**src/include/cr16_defs.svh**
```systemverilog
// Word width, register count and register index width macros
`ifndef CR16_DEFS_SVH
`define CR16_DEFS_SVH

// Datapath word, two's complement
`define WORD_WIDTH 16

// General purpose registers r0 to r15
`define REG_COUNT 16

// Index width for REG_COUNT registers
`define REG_ADDR_WIDTH 4

`endif

```
**src/rtl/cr16DpPkg.sv**
```systemverilog
// Datapath control types: ALU operation, result source, flag-update class
package cr16DpPkg;

	// Bit 2 selects subtract, bits 1:0 select the result
	typedef enum logic [2:0] {
		ALU_ADD = 3'b000,
		ALU_AND = 3'b001,
		ALU_OR  = 3'b010,
		ALU_XOR = 3'b011,
		ALU_SUB = 3'b100
	} aluOpT;

	// Where the writeback value comes from
	typedef enum logic [1:0] {
		RES_ALU   = 2'b00,
		RES_SHIFT = 2'b01,
		RES_OPB   = 2'b10, // MOV and MOVI
		RES_LUI   = 2'b11
	} resultSrcT;

	// Which status flags an instruction touches
	typedef enum logic [1:0] {
		FLAG_NONE  = 2'b00,
		FLAG_ARITH = 2'b01, // Carry and overflow
		FLAG_CMP   = 2'b10  // Low, zero and negative
	} flagUpdT;

endpackage

```
**src/rtl/cr16IsaPkg.sv**
```systemverilog
// Instruction encoding: opcode and extension enumerations, field positions
package cr16IsaPkg;

	// Major opcode in instr[15:12]
	typedef enum logic [3:0] {
		OP_REG   = 4'b0000, // Register forms, operation in ext field
		OP_ANDI  = 4'b0001,
		OP_ORI   = 4'b0010,
		OP_XORI  = 4'b0011,
		OP_ADDI  = 4'b0101,
		OP_SHIFT = 4'b1000, // LSH and LSHI
		OP_SUBI  = 4'b1001,
		OP_CMPI  = 4'b1011,
		OP_MOVI  = 4'b1101,
		OP_LUI   = 4'b1111
	} opcodeT;

	// Extension in instr[7:4]
	typedef enum logic [3:0] {
		EXT_LSHI = 4'b0000, // Bit 4 is also the count sign, so 0001 is LSHI too
		EXT_AND  = 4'b0001,
		EXT_OR   = 4'b0010,
		EXT_XOR  = 4'b0011,
		EXT_LSH  = 4'b0100,
		EXT_ADD  = 4'b0101,
		EXT_SUB  = 4'b1001,
		EXT_CMP  = 4'b1011,
		EXT_MOV  = 4'b1101
	} extT;

	// Field positions
	localparam int unsigned OP_MSB       = 15;
	localparam int unsigned OP_LSB       = 12;
	localparam int unsigned DST_MSB      = 11; // Rdest
	localparam int unsigned DST_LSB      = 8;
	localparam int unsigned EXT_MSB      = 7;
	localparam int unsigned EXT_LSB      = 4;
	localparam int unsigned SRC_MSB      = 3;  // Rsrc, also low bits of LSHI count
	localparam int unsigned SRC_LSB      = 0;
	localparam int unsigned IMM_MSB      = 7;
	localparam int unsigned IMM_LSB      = 0;
	localparam int unsigned CNT_SIGN_BIT = 4;  // LSHI count sign
	localparam int unsigned IMM_WIDTH    = IMM_MSB - IMM_LSB + 1;

endpackage

```
**src/rtl/alu.sv**
```systemverilog
// Adder/subtractor and logic unit with carry, low, overflow, zero, negative
`timescale 1ns/10ps
`include "cr16_defs.svh"

module alu
	import cr16DpPkg::*;
(
	input  logic [`WORD_WIDTH-1:0] regSrc,      // Second operand, register or immediate
	input  logic [`WORD_WIDTH-1:0] regDst,      // Rdest
	input  aluOpT                  aluOp,
	output logic [`WORD_WIDTH-1:0] aluResult,
	output logic                   aluCarry,
	output logic                   aluLow,
	output logic                   aluOverflow,
	output logic                   aluZero,
	output logic                   aluNegative
);

	logic [`WORD_WIDTH-1:0] regSrc2;  // Inverted for subtract
	logic [`WORD_WIDTH:0]   sumFull;  // Extra bit is the carry out
	logic [`WORD_WIDTH-1:0] sum;
	logic                   carryOut;

	// Rdest + Rsrc, or Rdest + ~Rsrc + 1
	assign regSrc2  = aluOp[2] ? ~regSrc : regSrc;
	assign sumFull  = {1'b0, regDst} + {1'b0, regSrc2} + {{`WORD_WIDTH{1'b0}}, aluOp[2]};
	assign sum      = sumFull[`WORD_WIDTH-1:0];
	assign carryOut = sumFull[`WORD_WIDTH];

	// No carry out on subtract means a borrow
	assign aluCarry = aluOp[2] ? ~carryOut : carryOut;

	// Same operand signs with a flipped result sign
	assign aluOverflow = (regDst[`WORD_WIDTH-1] == regSrc2[`WORD_WIDTH-1]) &&
		(sum[`WORD_WIDTH-1] != regDst[`WORD_WIDTH-1]);

	// Compare flags, Rdest against Rsrc
	assign aluLow      = regDst < regSrc;                   // Unsigned
	assign aluZero     = regDst == regSrc;
	assign aluNegative = $signed(regDst) < $signed(regSrc); // Signed

	always_comb begin
		case (aluOp[1:0])
			2'b00:   aluResult = sum;              // Add or subtract
			2'b01:   aluResult = regDst & regSrc;
			2'b10:   aluResult = regDst | regSrc;
			default: aluResult = regDst ^ regSrc;
		endcase
	end

endmodule

```
**src/rtl/execControl.sv**
```systemverilog
// Execute control with decode, operand select, status register and writeback
`timescale 1ns/10ps
`include "cr16_defs.svh"

module execControl
	import cr16IsaPkg::*;
	import cr16DpPkg::*;
(
	input  logic                       clk,
	input  logic                       rstN,
	input  logic                       instrValid,  // One cycle strobe
	input  logic [15:0]                instr,
	input  logic [`WORD_WIDTH-1:0]     srcData,     // Rsrc
	input  logic [`WORD_WIDTH-1:0]     dstData,     // Rdest
	input  logic [`WORD_WIDTH-1:0]     aluResult,
	input  logic                       aluCarry,
	input  logic                       aluLow,
	input  logic                       aluOverflow,
	input  logic                       aluZero,
	input  logic                       aluNegative,
	input  logic [`WORD_WIDTH-1:0]     shiftResult,
	output logic [`REG_ADDR_WIDTH-1:0] srcAddr,
	output logic [`REG_ADDR_WIDTH-1:0] dstAddr,
	output logic [`WORD_WIDTH-1:0]     opB,         // Second ALU operand
	output aluOpT                      aluOp,
	output logic [4:0]                 shiftCount,  // Signed
	output logic                       wrEn,
	output logic [`REG_ADDR_WIDTH-1:0] wrAddr,
	output logic [`WORD_WIDTH-1:0]     wrData,
	output logic                       wbValid,
	output logic [`REG_ADDR_WIDTH-1:0] wbReg,
	output logic [`WORD_WIDTH-1:0]     wbData,
	output logic                       carry,
	output logic                       low,
	output logic                       overflow,
	output logic                       zero,
	output logic                       negative
);

	opcodeT                  opcode;
	extT                     ext;
	logic [IMM_WIDTH-1:0]    imm;
	logic [`WORD_WIDTH-1:0]  immSext, immZext, luiValue;
	logic                    known;      // Encoding is in the table
	logic                    useImm;     // opB from immediate
	logic                    immSigned;
	logic                    countImm;   // LSHI count from instruction
	resultSrcT               resultSrc;
	flagUpdT                 flagUpd;
	logic [`WORD_WIDTH-1:0]  result;

	// Field extraction
	assign opcode  = opcodeT'(instr[OP_MSB:OP_LSB]);
	assign ext     = extT'(instr[EXT_MSB:EXT_LSB]);
	assign dstAddr = instr[DST_MSB:DST_LSB];
	assign srcAddr = instr[SRC_MSB:SRC_LSB];
	assign imm     = instr[IMM_MSB:IMM_LSB];

	assign immSext  = {{(`WORD_WIDTH-IMM_WIDTH){imm[IMM_WIDTH-1]}}, imm};
	assign immZext  = {{(`WORD_WIDTH-IMM_WIDTH){1'b0}}, imm};
	assign luiValue = {imm, {(`WORD_WIDTH-IMM_WIDTH){1'b0}}}; // Immediate to high byte

	// Decode
	always_comb begin
		known     = 1'b1;
		aluOp     = ALU_ADD;
		resultSrc = RES_ALU;
		flagUpd   = FLAG_NONE;
		useImm    = 1'b0;
		immSigned = 1'b0;
		countImm  = 1'b0;
		case (opcode)
			OP_REG: begin
				case (ext)
					EXT_AND: aluOp = ALU_AND;
					EXT_OR:  aluOp = ALU_OR;
					EXT_XOR: aluOp = ALU_XOR;
					EXT_ADD: begin
						aluOp   = ALU_ADD;
						flagUpd = FLAG_ARITH;
					end
					EXT_SUB: begin
						aluOp   = ALU_SUB;
						flagUpd = FLAG_ARITH;
					end
					EXT_CMP: begin
						aluOp   = ALU_SUB; // Compare as Rdest - Rsrc
						flagUpd = FLAG_CMP;
					end
					EXT_MOV: resultSrc = RES_OPB;
					default: known = 1'b0;
				endcase
			end
			OP_ANDI: begin
				aluOp  = ALU_AND;
				useImm = 1'b1;
			end
			OP_ORI: begin
				aluOp  = ALU_OR;
				useImm = 1'b1;
			end
			OP_XORI: begin
				aluOp  = ALU_XOR;
				useImm = 1'b1;
			end
			OP_ADDI: begin
				aluOp     = ALU_ADD;
				flagUpd   = FLAG_ARITH;
				useImm    = 1'b1;
				immSigned = 1'b1;
			end
			OP_SUBI: begin
				aluOp     = ALU_SUB;
				flagUpd   = FLAG_ARITH;
				useImm    = 1'b1;
				immSigned = 1'b1;
			end
			OP_CMPI: begin
				aluOp     = ALU_SUB;
				flagUpd   = FLAG_CMP;
				useImm    = 1'b1;
				immSigned = 1'b1;
			end
			OP_MOVI: begin
				resultSrc = RES_OPB;
				useImm    = 1'b1;
			end
			OP_LUI: resultSrc = RES_LUI;
			OP_SHIFT: begin
				resultSrc = RES_SHIFT;
				if (ext == EXT_LSH)
					countImm = 1'b0;  // Count from Rsrc
				else if ({ext[3:1], 1'b0} == EXT_LSHI)
					countImm = 1'b1;  // Bit 4 is the count sign
				else
					known = 1'b0;
			end
			default: known = 1'b0;
		endcase
	end

	// Operands
	assign opB        = useImm ? (immSigned ? immSext : immZext) : srcData;
	assign shiftCount = countImm ? {instr[CNT_SIGN_BIT], instr[SRC_MSB:SRC_LSB]} : srcData[4:0];

	always_comb begin
		case (resultSrc)
			RES_ALU:   result = aluResult;
			RES_SHIFT: result = shiftResult;
			RES_OPB:   result = opB;
			default:   result = luiValue;
		endcase
	end

	// Register file write lands at the edge ending the strobe cycle
	assign wrEn   = instrValid && known && (flagUpd != FLAG_CMP); // Compares never write
	assign wrAddr = dstAddr;
	assign wrData = result;

	// Writeback outputs and status register
	always_ff @(posedge clk or negedge rstN) begin
		if (!rstN) begin
			wbValid  <= 1'b0;
			wbReg    <= '0;
			wbData   <= '0;
			carry    <= 1'b0;
			low      <= 1'b0;
			overflow <= 1'b0;
			zero     <= 1'b0;
			negative <= 1'b0;
		end else begin
			wbValid <= wrEn; // High for one cycle only
			if (wrEn) begin
				wbReg  <= wrAddr;
				wbData <= wrData;
			end
			if (instrValid && known) begin
				case (flagUpd)
					FLAG_ARITH: begin
						carry    <= aluCarry;    // Carry out or borrow
						overflow <= aluOverflow;
					end
					FLAG_CMP: begin
						low      <= aluLow;
						zero     <= aluZero;
						negative <= aluNegative;
					end
					default: ; // Flags hold
				endcase
			end
		end
	end

endmodule

```
**src/rtl/execCore.sv**
```systemverilog
// Execute stage top: control, register file, ALU and shifter
`timescale 1ns/10ps
`include "cr16_defs.svh"

module execCore
	import cr16DpPkg::*;
(
	input  logic                       clk,
	input  logic                       rstN,
	input  logic                       instrValid,
	input  logic [15:0]                instr,
	output logic                       wbValid,
	output logic [`REG_ADDR_WIDTH-1:0] wbReg,
	output logic [`WORD_WIDTH-1:0]     wbData,
	output logic                       carry,
	output logic                       low,
	output logic                       overflow,
	output logic                       zero,
	output logic                       negative
);

	// Register file ports
	logic [`REG_ADDR_WIDTH-1:0] srcAddr, dstAddr, wrAddr;
	logic [`WORD_WIDTH-1:0]     srcData, dstData, wrData;
	logic                       wrEn;

	// ALU and shifter
	logic [`WORD_WIDTH-1:0] opB, aluResult, shiftResult;
	aluOpT                  aluOp;
	logic [4:0]             shiftCount;
	logic                   aluCarry, aluLow, aluOverflow, aluZero, aluNegative;

	execControl i_control (
		.clk         (clk),
		.rstN        (rstN),
		.instrValid  (instrValid),
		.instr       (instr),
		.srcData     (srcData),
		.dstData     (dstData),
		.aluResult   (aluResult),
		.aluCarry    (aluCarry),
		.aluLow      (aluLow),
		.aluOverflow (aluOverflow),
		.aluZero     (aluZero),
		.aluNegative (aluNegative),
		.shiftResult (shiftResult),
		.srcAddr     (srcAddr),
		.dstAddr     (dstAddr),
		.opB         (opB),
		.aluOp       (aluOp),
		.shiftCount  (shiftCount),
		.wrEn        (wrEn),
		.wrAddr      (wrAddr),
		.wrData      (wrData),
		.wbValid     (wbValid),
		.wbReg       (wbReg),
		.wbData      (wbData),
		.carry       (carry),
		.low         (low),
		.overflow    (overflow),
		.zero        (zero),
		.negative    (negative)
	);

	regFile i_regFile (
		.clk     (clk),
		.rstN    (rstN),
		.srcAddr (srcAddr),
		.dstAddr (dstAddr),
		.wrEn    (wrEn),
		.wrAddr  (wrAddr),
		.wrData  (wrData),
		.srcData (srcData),
		.dstData (dstData)
	);

	// Rdest is always the first operand
	alu i_alu (
		.regSrc      (opB),
		.regDst      (dstData),
		.aluOp       (aluOp),
		.aluResult   (aluResult),
		.aluCarry    (aluCarry),
		.aluLow      (aluLow),
		.aluOverflow (aluOverflow),
		.aluZero     (aluZero),
		.aluNegative (aluNegative)
	);

	shifter i_shifter (
		.value       (dstData),
		.shiftCount  (shiftCount),
		.shiftResult (shiftResult)
	);

endmodule

```
**src/rtl/regFile.sv**
```systemverilog
// Sixteen-word register file, two combinational reads, one clocked write
`timescale 1ns/10ps
`include "cr16_defs.svh"

module regFile (
	input  logic                       clk,
	input  logic                       rstN,
	input  logic [`REG_ADDR_WIDTH-1:0] srcAddr,
	input  logic [`REG_ADDR_WIDTH-1:0] dstAddr,
	input  logic                       wrEn,
	input  logic [`REG_ADDR_WIDTH-1:0] wrAddr,
	input  logic [`WORD_WIDTH-1:0]     wrData,
	output logic [`WORD_WIDTH-1:0]     srcData,
	output logic [`WORD_WIDTH-1:0]     dstData
);

	logic [`WORD_WIDTH-1:0] regs [`REG_COUNT]; // r0 to r15

	// Write port, all registers cleared on reset
	always_ff @(posedge clk or negedge rstN) begin
		if (!rstN) begin
			for (int i = 0; i < `REG_COUNT; i++) begin
				regs[i] <= '0;
			end
		end else if (wrEn) begin
			regs[wrAddr] <= wrData;
		end
	end

	// Read ports without a clock
	assign srcData = regs[srcAddr];
	assign dstData = regs[dstAddr];

endmodule

```
**src/rtl/shifter.sv**
```systemverilog
// Logical shifter, direction and amount from a signed five-bit count
`timescale 1ns/10ps
`include "cr16_defs.svh"

module shifter (
	input  logic [`WORD_WIDTH-1:0] value,       // Rdest
	input  logic [4:0]             shiftCount,  // -16 to 15
	output logic [`WORD_WIDTH-1:0] shiftResult
);

	logic [4:0] magnitude; // Right shift amount, up to 16

	// Two's complement negate of the count
	assign magnitude = ~shiftCount + 5'd1;

	always_comb begin
		if (shiftCount[4]) begin
			// Negative count shifts right, zeros in at the top
			shiftResult = value >> magnitude; // 16 clears the word
		end else begin
			shiftResult = value << shiftCount[3:0];
		end
	end

endmodule

```
**config.mk**
```make
export PLATFORM = sky130hd
export DESIGN_NAME = execCore
export DESIGN_NICKNAME = d
export VERILOG_FILES = /design/src/rtl/cr16DpPkg.sv /design/src/rtl/cr16IsaPkg.sv /design/src/rtl/alu.sv /design/src/rtl/execControl.sv /design/src/rtl/execCore.sv /design/src/rtl/regFile.sv /design/src/rtl/shifter.sv
export VERILOG_INCLUDE_DIRS = /design/src /design/src/include
export SDC_FILE = /design/constraint.sdc
export NUM_CORES = 1
export LEC_CHECK = 0
export BUFFER_PORTS_ARGS = -buffer_cell sky130_fd_sc_hd__buf_4
export CORE_MARGIN = 5
export CORE_UTILIZATION = 46
export CTS_CLUSTER_SIZE = 28
export DETAILED_ROUTE_END_ITERATION = 12
export PLACE_DENSITY = 0.65
export SLEW_MARGIN = 20
export SYNTH_ARGS = -nofsm -noshare
export SYNTH_HDL_FRONTEND = slang
export SYNTH_HIERARCHICAL = 1
export SYNTH_SLANG_ARGS = --single-unit
```
**constraint.sdc**
```tcl
create_clock -name clk -period 6.3 [get_ports clk]
set_clock_uncertainty 0.1 [all_clocks]
set_input_delay 0.945 -clock clk [delete_from_list [all_inputs] [get_ports clk]]
set_output_delay 0.945 -clock clk [all_outputs]
set_load 0.1 [all_outputs]
```
Word level (Yosys, flattened, before mapping)
Cells that the tools add are included.

Bits in registers: 282. Input port bits: 19. Output and inout port bits: 26. Word-level logic and storage cells: 118.

Add/sub/neg operators: 3. Order comparisons: 5. Eq/ne operators: 27. Shifts and indexed selects: 2. Muxes and demuxes: 31. Bitwise logic cells: 8. Reduce and logical (&&, ||, !) cells: 18.

Operators with widths (number): bitwise mux 256 bit (1); two-way mux 16 bit (9); binary-select mux 16 bit (select 4 bit) (2); one-hot mux 16 bit (3 select lines) (2); demux 16 bit (select 4 bit) (1); equality test 4 bit, second input constant (8); < comparator 16 bit (2); adder 16 x 16 -> 17 bit (1); adder 17 x 1 -> 17 bit (1); bitwise AND 16 bit (1); equality test 16 bit (1); equality test 4 x 2 -> 1 bit, second input constant (4); NOT 16 bit (1); bitwise OR 16 bit (1); << shifter 16 x 4 -> 16 bit (1); right shift 16 x 5 -> 16 bit (1); XOR 16 bit (1); one-hot mux 3 bit (5 select lines) (1); OR reduction 7 bit (2); equality test 4 x 3 -> 1 bit, second input constant (3); one-hot mux 3 bit (4 select lines) (1); greater-or-equal comparator 5 bit, second input constant (2); NOT 4 -> 5 bit (2); equality test 4 x 1 -> 1 bit, second input constant (2); 24 further kinds (43).

Logic depth before layout (Yosys ltp)
Depth in word-level cells: 12. Mapped depth: 23. Depth with buffers taken out: 18.

Hierarchy
Netlist, hierarchy kept.

By module, submodules not included: regFile (instances 1, cells each 848, area an instance 13310.3 µm², sequential area each 6406.1 µm²); execControl (instances 1, cells each 278, area an instance 2461.1 µm², sequential area each 650.6 µm²); alu (instances 1, cells each 303, area an instance 2314.7 µm², sequential area each 0.0 µm²); shifter (instances 1, cells each 160, area an instance 1453.9 µm², sequential area each 0.0 µm²).

Least setup slack after synthesis
No wires, ideal clock.

Kind: input port to flip-flop. Start: in instr[12]. End: reg i_regFile/regs[57] (netlist name). Library setup time: 0.128 ns. Data arrival time: 5.800 ns. Required time: 6.072 ns. Path slack: 0.273 ns. Cell stages on the path: 19. Path buffers: 4. Path through: buf_6 or4_4 or4b_4 o21ai_0 clkbuf_1 clkbuf_1 xor2_1 ha_1 and2_4 a221o_1 a31oi_4 o21ai_1 xor2_1 mux4_2 o21ai_0 nor3_1 a221o_1 clkbuf_1 mux2_1.

RTL lines: start, declared (RTL line execCore.sv:11) `input logic [15:0] instr,`; equality test 4 bit (RTL line execControl.sv:72) `case (opcode)`; OR reduction 2 bit (no line); one-hot mux 3 bit (5 select lines) (*) (RTL line execControl.sv:72); net aluOp[2] (RTL line execCore.sv:29) `aluOpT aluOp;`; two-way mux 16 bit (RTL line alu.sv:25) `assign regSrc2 = aluOp[2] ? ~regSrc : regSrc;`; adder 16 x 16 -> 17 bit (RTL line alu.sv:26) `` assign sumFull = {1'b0, regDst} + {1'b0, regSrc2} + {{`WORD_WIDTH{1'b0}}, aluOp[2]}; ``; adder 17 x 1 -> 17 bit (*) (RTL line alu.sv:26); one-hot mux 16 bit (3 select lines) (*) (RTL line alu.sv:43) `case (aluOp[1:0])`; net aluResult[9] (RTL line execCore.sv:28) `` logic [`WORD_WIDTH-1:0] opB, aluResult, shiftResult; ``; one-hot mux 16 bit (3 select lines) (*) (RTL line execControl.sv:147) `case (resultSrc)`; net wrData[9] (RTL line execCore.sv:24) `` logic [`WORD_WIDTH-1:0] srcData, dstData, wrData; ``; bitwise mux 256 bit (*) (RTL line regFile.sv:26) `regs[wrAddr] <= wrData;`; end signal, assigned by index (RTL line regFile.sv:26); end, declared (RTL line regFile.sv:17) `` logic [`WORD_WIDTH-1:0] regs [`REG_COUNT]; ``.

Mark *: on every way through the listed nets, which the timed path passes. The rest lies on a longest branch. A chain may end at the register's enable or synchronous reset.

Worst setup path in the final report
Start: in instr[0]. End: reg i_control.wbData[15].

Longest elaborated chain between the ends: 11.

Ends and longest elaborated chain: NOT 4 -> 5 bit (not written as such) (*) (RTL line regFile.sv:31) `assign srcData = regs[srcAddr];`; binary-select mux 16 bit (select 4 bit) (*) (RTL line regFile.sv:31); two-way mux 16 bit (not written as such) (*) (2 in a row) (RTL line regFile.sv:31); net srcData[9] (RTL line execCore.sv:24); two-way mux 16 bit (*) (RTL line execControl.sv:143) `assign opB = useImm ? (immSigned ? immSext : immZext) : srcData;`; net opB[9] (RTL line execCore.sv:28); NOT 16 bit (RTL line alu.sv:25); two-way mux 16 bit (*) (RTL line alu.sv:25); adder 16 x 16 -> 17 bit (*) (RTL line alu.sv:26); adder 17 x 1 -> 17 bit (*) (RTL line alu.sv:26); one-hot mux 16 bit (3 select lines) (*) (RTL line alu.sv:43); net aluResult[15] (RTL line execCore.sv:28); one-hot mux 16 bit (3 select lines) (*) (RTL line execControl.sv:147); net wrData[15] (RTL line execCore.sv:24); end signal, assigned (RTL line execControl.sv:175) `wbData <= wrData;`; end, declared (RTL line execControl.sv:32) `` output logic [`WORD_WIDTH-1:0] wbData, ``.

Mark *: on every way through the listed nets, which the timed path passes. The rest lies on a longest branch. The select of a mux whose other input is x is not followed.

==> impl_metrics.json <==
{
  "final_cell_mix": "dfrtp_1, mux2_2, mux4_2",
  "grtUsageTotal_pct": 24.8,
  "tns_ps": 0,
  "ctsRootBufferMaster": "clkbuf_16",
  "hold_class": "in -> async",
  "crit_type": "in -> reg",
  "synth-seq-cells": 282,
  "power.leakage_uw": 0.00981,
  "cpPeakStageDelay_ps": 490,
  "core_sq_um": 41900,
  "grt_pass1_wl_microns": 90300,
  "fin_cells": 2204,
  "yosys-top-cells-area": "dfrtp_1, mux4_2, mux2_2, ha_1, a22oi_1",
  "setup.worst_path.end": "i_control/wbData[15]$_DFFE_PN0P_",
  "post_cts_buffers": 0,
  "cp.required_ps": 6640,
  "r2r_slack_ps": 1120,
  "synth_top_area_share_pct": 36.1,
  "synthesis.area_sq_um": 19500,
  "clk_pin_slew_ps": 60,
  "syn-num-nets": 1675,
  "globalplace.congestion": 0.982,
  "fmax_ghz": 0.173,
  "drt_iter0_markers": 1312,
  "drc": 0,
  "place.port_buffers": 44,
  "post-route-min-period_ps": 5770,
  "cts_buffer_depth": 3,
  "antenna_left": 0,
  "final_util_pct": 52.4,
  "ys.flop_type": "dfrtp_1",
  "start_util_pct": 46.6,
  "peakVddDrop_mv": 0.258,
  "wl_per_cell_microns": 26.8,
  "critPathLaunch": "instr[0]",
  "cts.repair.resized": 0,
  "cts_made_buffers": 31,
  "cp_max_fo": 31,
  "worst_slew_pin_slew_ps": 1190,
  "areaGrowthSynthToFinish_pct": 12.4,
  "power_frac_comb_pct": 53.8,
  "r2r_start": "i_regFile/regs[198]$_DFFE_PN0P_",
  "grt_max_degree": 138,
  "wirelength_microns": 59000,
  "cts_num_sinks": 282,
  "synth_edf_count": 0,
  "cts_hold_buf": 0,
  "drive_gt1_share_pct": 39.7,
  "grt-ovfl-total": 0,
  "path_cells": "buf_4 > buf_12 > buf_4 > mux4_2 > a22oi_1 > nand2_1 > nor2b_1 > o21ai_0 > nand4_1 > xor2_1 > ha_1 > nand2_1 > o21ai_0 > a221oi_1 > o21ai_2 > xor2_1 > mux4_2 > a21o_1 > a22o_1 > mux2_1",
  "place_inst": 2149,
  "first_pass_iters": 5,
  "p_clk_share_pct": 16.7,
  "top_regs": "i_regFile/regs x256, i_control/wbData x16, i_control/wbReg x4",
  "die_x_microns": 216,
  "vias_per_cell": 6.48,
  "clk_latency_ps": 570,
  "die_h_microns": 216,
  "rsz0062_at_grt": "no",
  "finalSetupViolations": 0,
  "dieArea_sq_um": 46700,
  "final-hold-violation-count": 0,
  "crit_buf_inv": 3,
  "cellPowerDensity_nw_per_um2": 474,
  "rr_worst_depth": 16,
  "crit_path_end_kind": "flop",
  "layout_commonest_cell": "dfrtp_1",
  "h-tree-depth": 1,
  "power_frac_seq_pct": 29.4,
  "dp_slack_ps": 3.44,
  "largest_reg_flops": 256,
  "nFillCells": 3528,
  "worstSetupStartpointType": "primary input",
  "syn_inst": 1589,
  "place_hpwl_microns": 40200,
  "arrival_ps": 6110,
  "cp_top_family": "compound AO/OA/AOI/OAI gates",
  "ys_warn_count": 6,
  "intPower_uw": 6160,
  "largest_register": "i_regFile/regs",
  "post-route-period-util_pct": 91.6,
  "antenna_found_initial": 1,
  "ys_types": 79,
  "nNetsFinal": 1729,
  "dr_total_vias": 14289,
  "status": "finished clean",
  "yosys.area.top_type": "dfrtp_1",
  "max_slew_margin_pct": 20.5,
  "rr_endpoint": "i_control/wbData[15]$_DFFE_PN0P_",
  "cts_tree": "built",
  "syn_area_per_cell_sq_um": 12.3,
  "async_flop_share_pct": 100,
  "io_pins": 45,
  "worst_slack_ps": 526,
  "worst-path-stages": 20,
  "maxCapViolations": 0,
  "p_sw_uw": 4240,
  "cpMaxStageDelayCell": "mux4_2",
  "rows": 75,
  "ys_seq_area_share_pct": 36.1,
  "first_global_vias": 14395,
  "finalMaxSlewViolations": 0,
  "p_sw_share_pct": 40.8
}
==> power by group through the flow <==
stage	Sequential [uW]	Combinational, uW	Clock, uW
after global routing	3160	5970	1850
after floorplan	3380	3450	0
after global placement	3010	5460	0
after detailed placement	3070	5540	0
after CTS	3050	5560	1780
final	3060	5600	1740
==> how the worst min path moves through the flow <==
stage | start | to | slack (ps) | depth (start not counted)
6_report | rstN | i_control/wbData[4]$_DFFE_PN0P_ | 250 | 1
5_1_grt | rstN | i_control/wbData[4]$_DFFE_PN0P_ | 380 | 1
4_1_cts | rstN | i_control/overflow$_DFFE_PN0P_ | 340 | 1
3_5_place_dp | i_control/wbData[14]$_DFFE_PN0P_ | i_control/wbData[14]$_DFFE_PN0P_ | 390 | 1
3_3_place_gp | i_control/low$_DFFE_PN0P_ | i_control/low$_DFFE_PN0P_ | 380 | 1
2_1_floorplan | i_regFile/regs[53]$_DFFE_PN0P_ | i_regFile/regs[53]$_DFFE_PN0P_ | 380 | 1
==> metal layers <==
layer,global-route usage [%],wire length [microns],vias up
met1,35.4,25100,7456
met4,7.21,1810,0
met3,3.43,4250,117
li1,-,-,6141
met2,40.2,27800,575
met5,0,0,-
==> cells in the mapped netlist (all sizes together) (13+ instances only) <==
cell and count:
ha 66, dfrtp 282, nor2 49, nor3 13, o21ai 46, mux2 309, nor2b 20, mux2i 22
buf 65, o211ai 14, a22o 13, inv 57, nand3 21, a21oi 36, mux4 153, a21o 14
xor2 22, nand2 88, a22oi 69, clkbuf 78
==> cell families after synthesis <==
group	after synthesis	share of synthesized area, %
simple gates	260	6.67
buf+inv	200	4.67
compound gates	266	9.82
flops	282	36.1
fa+ha+maj	67	4.33
xor+xnor	30	1.44
mux	484	37.0
==> layout make-up <==
cell class | instances | area, sq um | area share [%]
Clock inverter | 8 | 75.1 | 0.342
Timing Repair Buffer | 164 | 1480 | 6.72
Multi-Input combinational cell | 1107 | 11600 | 52.7
Inverter | 57 | 214 | 0.974
Tap cell | 539 | 674 | 3.07
Sequential cell | 282 | 7060 | 32.1
Antenna cell | 1 | 2.50 | 0.0114
Clock buffer | 46 | 882 | 4.02
==> worst register-to-register path, delay by kind of cell (launching register included) <==
family,cells,cell delay [ps]
and+or+nand+nor,2,340
DFF,1,390
adders and majority gates,1,370
muxes,4,1590
xor gates and xnor gates,2,360
AOI/OAI and AO/OA,7,1920
==> stage by stage <==
| stage | total power, uW | instance area (sq um) | hold WS [ps] |
|---|---|---|---|
| floorplan | 6830 | 19500 | 377 |
| global placement | 8470 | 21000 | 380 |
| detailed placement | 8620 | 21000 | 394 |
| CTS | 10400 | 22000 | 340 |
| global route | 11000 | 22000 | 378 |
| finish | 10400 | 22000 | 246 |
(Power assumes the default switching activity.)
